`config.mk`:
```
export PLATFORM = sky130hd
export DESIGN_NAME = memAlignTop
export DESIGN_NICKNAME = d
export VERILOG_FILES = /design/src/common/alignPkg.sv /design/src/design/accessSplitter.sv /design/src/design/memAlignTop.sv /design/src/design/translationMerger.sv /design/src/translation/pageTranslator.sv /design/src/translation/tlbTable.sv
export SDC_FILE = /design/constraint.sdc
export NUM_CORES = 1
export LEC_CHECK = 0
export BUFFER_PORTS_ARGS = -buffer_cell sky130_fd_sc_hd__buf_2
export CAP_MARGIN = 20
export CORE_MARGIN = 5
export CORE_UTILIZATION = 35
export CTS_BUF_LIST = sky130_fd_sc_hd__clkbuf_4 sky130_fd_sc_hd__clkbuf_8
export DETAILED_ROUTE_END_ITERATION = 8
export GPL_ROUTABILITY_DRIVEN = 0
export PLACE_DENSITY = 0.57
export REMOVE_ABC_BUFFERS = 1
export SETUP_SLACK_MARGIN = 0.2
export SYNTH_ARGS = -nofsm -noshare
export SYNTH_HDL_FRONTEND = slang
export SYNTH_SLANG_ARGS = --single-unit
```
`constraint.sdc`:
```
create_clock -name clk -period 3.93 [get_ports clk]
set_clock_uncertainty 0.15 [all_clocks]
set_input_delay 0.1965 -clock clk [delete_from_list [all_inputs] [get_ports clk]]
set_output_delay 0.1965 -clock clk [all_outputs]
set_load 0.05 [all_outputs]
```
`src/common/alignPkg.sv`:
```
`default_nettype none

package alignPkg;

    // cache line geometry
    localparam int LineBytes = 16;
    localparam int OffsetBits = 4;

    // virtual and physical page layout
    localparam int PageOffsetBits = 12;
    localparam int VpnBits = 20;
    localparam int FrameBits = 3;
    localparam int PhysAddrBits = FrameBits + PageOffsetBits;

    // shared tlb and split lanes
    localparam int TlbEntries = 8;
    localparam int TlbIndexBits = $clog2(TlbEntries);
    localparam int NumHalves = 2;

    typedef enum logic [1:0] {
        opRead,
        opWrite,
        opSwap
    } accessOp_e;

    // encoding n means 2^n bytes
    typedef enum logic [1:0] {
        size1,
        size2,
        size4,
        size8
    } accessSize_e;

    typedef struct packed {
        logic                     valid;
        logic [31:0]              vAddr;
        accessOp_e                op;
        accessSize_e              size;
        logic                     lineFill;
        logic [LineBytes*8-1:0]   data;
    } accessReq_t;

    // one line-sized piece of an access
    typedef struct packed {
        logic                     valid;
        logic [31:0]              vAddr;
        logic [LineBytes-1:0]     byteMask;
        logic [LineBytes*8-1:0]   data;
        accessOp_e                op;
    } lineReq_t;

    typedef struct packed {
        logic                     valid;
        logic [VpnBits-1:0]       vpn;
        logic [FrameBits-1:0]     frame;
        logic                     writable;
        logic                     cacheDisable;
    } tlbEntry_t;

    typedef struct packed {
        logic                     we;
        logic [TlbIndexBits-1:0]  index;
        tlbEntry_t                entry;
    } tlbFill_t;

    typedef struct packed {
        logic                     valid;
        logic [PhysAddrBits-1:0]  pAddr;
        logic [LineBytes-1:0]     byteMask;
        logic [LineBytes*8-1:0]   data;
        accessOp_e                op;
        logic                     miss;
        logic                     fault;
        logic                     uncached;
    } physReq_t;

endpackage

`default_nettype wire

```
`src/design/accessSplitter.sv`:
```
`timescale 1ns/10ps
`default_nettype none

module accessSplitter import alignPkg::*; (
    input  logic                          clk,
    input  logic                          reset,
    input  accessReq_t                    req,
    output lineReq_t [NumHalves-1:0]      halves
);

    logic [OffsetBits-1:0]      offset;
    logic [3:0]                 byteCount;
    logic [OffsetBits:0]        endByte;
    logic                       crosses;
    logic [LineBytes-1:0]       lowMask;
    logic [2*LineBytes-1:0]     wideMask;
    logic [2*LineBytes*8-1:0]   wideData;
    logic [31:0]                nextLineAddr;
    lineReq_t [NumHalves-1:0]   nextHalves;

    // byte position inside the line and access length
    assign offset = req.vAddr[OffsetBits-1:0];
    assign byteCount = 4'd1 << req.size;
    assign endByte = {1'b0, offset} + {1'b0, byteCount};

    // spills into the next line only for ordinary accesses
    assign crosses = !req.lineFill && (endByte > (OffsetBits + 1)'(LineBytes));

    // mask and data shifted across a double-width window
    // low half lands in line 0, upper half spills into line 1
    assign lowMask = (16'd1 << byteCount) - 16'd1;
    assign wideMask = {{LineBytes{1'b0}}, lowMask} << offset;
    assign wideData = {{LineBytes*8{1'b0}}, req.data} << {offset, 3'b000};

    assign nextLineAddr = (req.vAddr + 32'(LineBytes)) & ~32'(LineBytes - 1);

    always_comb begin
        nextHalves[0].valid = req.valid;
        nextHalves[0].vAddr = req.vAddr;
        nextHalves[0].op = req.op;
        if (req.lineFill) begin
            // line fills bypass alignment
            nextHalves[0].byteMask = '1;
            nextHalves[0].data = req.data;
        end else begin
            nextHalves[0].byteMask = wideMask[LineBytes-1:0];
            nextHalves[0].data = wideData[LineBytes*8-1:0];
        end

        nextHalves[1].valid = req.valid && crosses;
        nextHalves[1].vAddr = nextLineAddr;
        nextHalves[1].op = req.op;
        nextHalves[1].byteMask = wideMask[2*LineBytes-1:LineBytes];
        nextHalves[1].data = wideData[2*LineBytes*8-1:LineBytes*8];
    end

    // payload always loads, only the valids see reset
    always_ff @(posedge clk) begin
        halves <= nextHalves;
        if (reset) begin
            for (int i = 0; i < NumHalves; i++) begin
                halves[i].valid <= 1'b0;
            end
        end
    end

    // a spilled piece always belongs to an access that also has a first piece
    assert property (@(posedge clk) disable iff (reset)
        halves[1].valid |-> halves[0].valid);

endmodule

`default_nettype wire

```
`src/design/memAlignTop.sv`:
```
`timescale 1ns/10ps
`default_nettype none

module memAlignTop import alignPkg::*; (
    input  logic          clk,
    input  logic          reset,
    input  accessReq_t    req,
    input  tlbFill_t      fill,
    output physReq_t      half0,
    output physReq_t      half1,
    output logic          accessMiss,
    output logic          accessFault,
    output logic          accessUncached,
    output logic          splitNeeded
);

    lineReq_t  [NumHalves-1:0]    halves;
    tlbEntry_t [TlbEntries-1:0]   entries;
    physReq_t  [NumHalves-1:0]    lanes;

    // stage 1: offset, split, masks and shifted data
    accessSplitter splitter (
        .clk    (clk),
        .reset  (reset),
        .req    (req),
        .halves (halves)
    );

    // single tlb shared by both lanes
    tlbTable tlb (
        .clk     (clk),
        .reset   (reset),
        .fill    (fill),
        .entries (entries)
    );

    // stage 2: one translator per half
    for (genvar i = 0; i < NumHalves; i++) begin : lane
        pageTranslator translator (
            .clk     (clk),
            .reset   (reset),
            .lineIn  (halves[i]),
            .entries (entries),
            .physOut (lanes[i])
        );
    end

    translationMerger merger (
        .lanes          (lanes),
        .half0          (half0),
        .half1          (half1),
        .accessMiss     (accessMiss),
        .accessFault    (accessFault),
        .accessUncached (accessUncached),
        .splitNeeded    (splitNeeded)
    );

endmodule

`default_nettype wire

```
`src/design/translationMerger.sv`:
```
`timescale 1ns/10ps
`default_nettype none

module translationMerger import alignPkg::*; (
    input  physReq_t [NumHalves-1:0]      lanes,
    output physReq_t                      half0,
    output physReq_t                      half1,
    output logic                          accessMiss,
    output logic                          accessFault,
    output logic                          accessUncached,
    output logic                          splitNeeded
);

    logic                       squash;
    physReq_t [NumHalves-1:0]   merged;

    // flags of unused lanes are ignored
    always_comb begin
        accessMiss = 1'b0;
        accessFault = 1'b0;
        accessUncached = 1'b0;
        for (int i = 0; i < NumHalves; i++) begin
            accessMiss = accessMiss || (lanes[i].valid && lanes[i].miss);
            accessFault = accessFault || (lanes[i].valid && lanes[i].fault);
            accessUncached = accessUncached || (lanes[i].valid && lanes[i].uncached);
        end
    end

    // one bad half kills the whole access
    assign squash = accessMiss || accessFault;

    always_comb begin
        for (int i = 0; i < NumHalves; i++) begin
            merged[i] = lanes[i];
            merged[i].valid = lanes[i].valid && !squash;
        end
    end

    assign half0 = merged[0];
    assign half1 = merged[1];

    // reflects the split even when the access is squashed
    assign splitNeeded = lanes[1].valid;

endmodule

`default_nettype wire

```
`src/translation/pageTranslator.sv`:
```
`timescale 1ns/10ps
`default_nettype none

module pageTranslator import alignPkg::*; (
    input  logic                          clk,
    input  logic                          reset,
    input  lineReq_t                      lineIn,
    input  tlbEntry_t [TlbEntries-1:0]    entries,
    output physReq_t                      physOut
);

    logic [VpnBits-1:0]     vpn;
    logic [TlbEntries-1:0]  hitVec;
    logic                   hit;
    tlbEntry_t              matched;
    logic                   needsWrite;
    physReq_t               physNext;

    assign vpn = lineIn.vAddr[31:PageOffsetBits];

    // fully associative compare against every slot
    always_comb begin
        for (int i = 0; i < TlbEntries; i++) begin
            hitVec[i] = entries[i].valid && (entries[i].vpn == vpn);
        end
    end

    // lowest matching slot wins if a page is loaded twice
    always_comb begin
        hit = 1'b0;
        matched = '0;
        for (int i = TlbEntries - 1; i >= 0; i--) begin
            if (hitVec[i]) begin
                hit = 1'b1;
                matched = entries[i];
            end
        end
    end

    assign needsWrite = (lineIn.op == opWrite) || (lineIn.op == opSwap);

    always_comb begin
        physNext.valid = lineIn.valid;
        physNext.pAddr = {matched.frame, lineIn.vAddr[PageOffsetBits-1:0]};
        physNext.byteMask = lineIn.byteMask;
        physNext.data = lineIn.data;
        physNext.op = lineIn.op;
        physNext.miss = !hit;
        physNext.fault = hit && needsWrite && !matched.writable;
        physNext.uncached = hit && matched.cacheDisable;
    end

    always_ff @(posedge clk) begin
        physOut <= physNext;
        if (reset) begin
            physOut.valid <= 1'b0;
        end
    end

    // protection is only judged on a page that translated
    assert property (@(posedge clk) disable iff (reset)
        physOut.valid |-> !(physOut.miss && physOut.fault));

endmodule

`default_nettype wire

```
`src/translation/tlbTable.sv`:
```
`timescale 1ns/10ps
`default_nettype none

module tlbTable import alignPkg::*; (
    input  logic                          clk,
    input  logic                          reset,
    input  tlbFill_t                      fill,
    output tlbEntry_t [TlbEntries-1:0]    entries
);

    // fill overwrites one slot; reset wins and invalidates everything
    always_ff @(posedge clk) begin
        if (fill.we) begin
            entries[fill.index] <= fill.entry;
        end
        if (reset) begin
            for (int i = 0; i < TlbEntries; i++) begin
                entries[i].valid <= 1'b0;
            end
        end
    end

    // a write strobe must point at a real slot
    assert property (@(posedge clk) disable iff (reset)
        fill.we |-> !$isunknown(fill.index));

endmodule

`default_nettype wire

```
==> Implementation_results.wiki <==
{| class="wikitable"
! Metric !! Value
|-
| Run status || finished clean
|-
| Number of standard cells after synthesis || 2,992
|-
| First drt pass iteration count || 5
|-
| M3 GR Usage || 8.632%
|-
| Final-layout setup total negative slack || 0 ns
|-
| Hold slack final || 0.08179 ns
|-
| Worst slack at placement || 0.6192 ns
|-
| Worst-Margin Slew || 1.122 ns
|-
| Register area share after synthesis || 57.23%
|-
| Synth Warn # || 0
|-
| Max-cap violations || 0
|-
| Avg WL per Cell || 24.68 microns
|-
| Met1 usage || 29.36%
|-
| CTS root buffer || sky130_fd_sc_hd__clkbuf_8
|-
| Vias after detailed routing || 26,074
|-
| List of most frequent post-synthesis cells || sky130_fd_sc_hd__dfxtp_1 (666), sky130_fd_sc_hd__nand2_1 (301), sky130_fd_sc_hd__xnor2_1 (217)
|-
| Count of final hold-check violations || 0
|-
| Data required time of the worst path || 4.55 ns
|-
| Clock Path Buffers || 3
|-
| Final Non-Filler Cells || 5,212
|-
| Utilization of the core after routing || 45.72%
|-
| Filler instances || 8,974
|-
| Largest net degree at the start of global routing || 75
|-
| Total CTS buffers || 146
|-
| Final worst-path cycle share || 90.67%
|-
| Number of clock sinks seen by CTS || 866
|-
| Worst Setup End Kind || register
|-
| Crit Path Class || in -> reg
|-
| First-pass GRT wire length || 182.2 mm
|-
| Post-route cell area || 44,020 sq um
|-
| Cell area reported after detailed placement || 36,460 sq um
|-
| Area of the die || 102,900 sq um
|-
| Smallest setup slack after layout || 0.3666 ns
|-
| Leading post-synthesis cells by cell area || sky130_fd_sc_hd__dfxtp_1 (39%), sky130_fd_sc_hd__edfxtp_1 (18%), sky130_fd_sc_hd__xnor2_1 (5.6%), sky130_fd_sc_hd__mux2i_1 (5.1%), sky130_fd_sc_hd__buf_4 (4.4%)
|-
| Layout cells sized above 1 || 24.33%
|-
| Crit Path Max Fanout || 49
|-
| Max-slew violation count || 0
|-
| Predominant post-synthesis flop cell || sky130_fd_sc_hd__dfxtp_1
|-
| Worst min-delay path category || in -> reg
|-
| Critical R2R Launch || splitter.halves[338]
|-
| Area added between synthesis and finish || 30.27%
|-
| Setup repair after global routing missed its margin || no
|-
| Hold Path Origin || fill[19]
|-
| Post-route DRC || 0
|-
| Overflow left after global routing || 0
|-
| Die Span Y || 320.7 microns
|-
| Leading area contributor after synthesis || sky130_fd_sc_hd__dfxtp_1
|-
| DIE WIDTH || 320.7 microns
|-
| Final setup vio count || 0
|-
| Count of flip-flops with a built-in enable after synthesis || 200
|-
| Antenna violations before repair || 20
|-
| Clock latency on the worst-skew pair || 0.82 ns
|-
| Post-CTS repair timing setup buffer count || 0
|-
| Detailed Route Iter0 Violations || 2,450
|-
| Global-route total usage across every layer || 24.14%
|-
| Ports placed on the boundary || 532
|-
| Total core area || 96,280 sq um
|-
| Crit path from || req[133]
|-
| Clock period minus worst slack || 3.563 ns
|-
| Max Clk Rate || 280.6 MHz
|-
| Met2 GRT Util || 38.61%
|-
| Global route hottest layer || met2
|-
| Synthesized cell area || 33,790 sq um
|-
| Most numerous cell in the Yosys netlist || sky130_fd_sc_hd__dfxtp_1
|-
| TritonCTS clock tree || done
|-
| Largest vdd supply drop || 0.0004374 V
|-
| Total design power || 22.41 mW
|-
| Via count of the first global-routing pass || 26,505
|-
| Total routed wirelength || 128.6 mm
|-
| Placed cell count || 4,508
|-
| Power density relative to cell area || 509.2 nW/um^2
|-
| Std-Cell Rows || 114
|-
| Placed wire-length estimate after detailed placement || 91.00 mm
|-
| Reg clk slew, reported paths || 0.06 ns
|-
| Worst Setup Start Kind || input port
|-
| Data arrival time of the critical path || 4.18 ns
|-
| Detail Route Antenna Nets || 0
|-
| Leakage power || 18.36 nW
|-
| IO Port Bufs || 518
|-
| Via count normalized by instance count || 5.003
|-
| Worst slew margin relative to its limit || 25.17%
|-
| Number of H-tree levels || 4
|-
| Register bit total from synthesis || 866
|-
| CTS resizes || 0
|-
| Area share of the leading cell type in the synthesized netlist || 39.45%
|-
| Number of unique standard cell types used by synthesis || 87
|-
| Post-synth ARST share || 0%
|-
| Initial Util || 35.10%
|-
| Total number of nets in the final design || 4,011
|-
| Syn Area/Cell || 11.29 sq um
|}
-- layout make-up --
type / count / area, sq um / area share, %
Multi-Input combinational cell: 1768 / 12330 / 28.02
Inverter: 32 / 125.1 / 0.2842
Timing Repair Buffer: 993 / 7341 / 16.68
Clock inverter: 48 / 573.1 / 1.302
Clock buffer: 214 / 2676 / 6.080
Tap cell: 1276 / 1597 / 3.627
Sequential cell: 866 / 19340 / 43.93
Antenna cell: 15 / 37.54 / 0.08527
-- metal layers --
| layer | vias up | share of wire (%) |
|---|---|---|
| met5 | - | 0.021 |
| met4 | 4 | 4.7 |
| met3 | 310 | 11 |
| met2 | 1320 | 46 |
| met1 | 12597 | 39 |
| li1 | 11843 | - |
-- state kept, by name, indices dropped and copies added, names as in the netlist --
register / count
tlb.entries: 208
splitter.halves: 343
lane.translator.physOut: 315
-- cells in the final DEF (no fill, tap or decap), types with 10 or more instances in the layout --
master / netlist / routed
sky130_fd_sc_hd__o22ai_1: 11 / 11
sky130_fd_sc_hd__nor3_1: 27 / 25
sky130_fd_sc_hd__and3_1: 34 / 34
sky130_fd_sc_hd__a22o_1: 28 / 28
sky130_fd_sc_hd__inv_1: 28 / 26
sky130_fd_sc_hd__nand2_1: 301 / 300
sky130_fd_sc_hd__and2_1: 25 / 25
sky130_fd_sc_hd__conb_1: 1 / 21
sky130_fd_sc_hd__edfxtp_1: 200 / 200
sky130_fd_sc_hd__dlygate4sd3_1: 0 / 427
sky130_fd_sc_hd__a21oi_1: 79 / 79
sky130_fd_sc_hd__diode_2: 0 / 15
sky130_fd_sc_hd__nor2_1: 129 / 120
sky130_fd_sc_hd__clkinv_2: 0 / 16
sky130_fd_sc_hd__nand3_1: 27 / 27
sky130_fd_sc_hd__clkbuf_4: 0 / 43
sky130_fd_sc_hd__clkbuf_8: 0 / 172
sky130_fd_sc_hd__xor2_1: 127 / 127
sky130_fd_sc_hd__mux4_2: 16 / 16
sky130_fd_sc_hd__nand2b_1: 12 / 12
sky130_fd_sc_hd__o21ai_0: 161 / 161
sky130_fd_sc_hd__a22oi_1: 24 / 24
sky130_fd_sc_hd__a211oi_1: 33 / 33
sky130_fd_sc_hd__nand4_1: 49 / 49
sky130_fd_sc_hd__dfxtp_1: 666 / 666
sky130_fd_sc_hd__o32ai_1: 11 / 11
sky130_fd_sc_hd__buf_4: 197 / 45
sky130_fd_sc_hd__nor2b_1: 37 / 37
sky130_fd_sc_hd__xnor2_1: 217 / 217
sky130_fd_sc_hd__mux2_2: 72 / 72
sky130_fd_sc_hd__mux2i_1: 172 / 172
sky130_fd_sc_hd__a21o_1: 10 / 10
sky130_fd_sc_hd__buf_2: 32 / 513
sky130_fd_sc_hd__nor4_1: 27 / 27
-- critical path, cell delays in order --
cell and delay (ns):
sky130_fd_sc_hd__dlygate4sd3_1 0.55, sky130_fd_sc_hd__clkbuf_8 0.29, sky130_fd_sc_hd__buf_12 0.30, sky130_fd_sc_hd__nor2_1 0.39, sky130_fd_sc_hd__and3_1 0.93, sky130_fd_sc_hd__a22oi_1 0.19
sky130_fd_sc_hd__dlygate4sd3_1 0.64, sky130_fd_sc_hd__nand2_1 0.07, sky130_fd_sc_hd__dlygate4sd3_1 0.54
-- power by group --
part | leakage [nW] | total [mW] | internal [mW] | switching, mW
sequential | 7.38 | 10.1 | 9.73 | 0.340
combinational | 9.28 | 3.47 | 1.15 | 2.32
clock | 1.69 | 8.87 | 5.02 | 3.85
total | 18.4 | 22.4 | 15.9 | 6.51
-- kinds of logic (layout without fill, tap and decap cells) --
| family | after synthesis | count (layout) | synth area share (%) |
|---|---|---|---|
| multiplexers | 260 | 260 | 8.560 |
| other | 1 | 36 | 0.01110 |
| AO/OA/AOI/OAI | 428 | 428 | 8.079 |
| AND/OR/NAND/NOR | 706 | 706 | 10.13 |
| flip-flops | 866 | 866 | 57.23 |
| adder cells (fa/ha/maj) | 7 | 7 | 0.2740 |
| buffers and inverters | 378 | 1287 | 6.709 |
| XOR/XNOR | 346 | 346 | 9.012 |
-- worst paths after layout --
path              cells after the start  slack [ns]                               to
setup / recovery                      9        0.37              splitter.halves[67]
hold / removal                        2        0.08                 tlb.entries[201]
setup reg to reg                      7        0.41    lane[1].translator.physOut[1]
hold reg to reg                       0        0.15  lane[1].translator.physOut[140]
-- what timing repair did --
| item | CTS | global route |
|---|---|---|
| endpoints found under the setup margin | 0 | 0 |
| hold endpoints to repair | 692 | 0 |
| hold buffers | 427 | 0 |
Power figures use the tool's default switching activity.
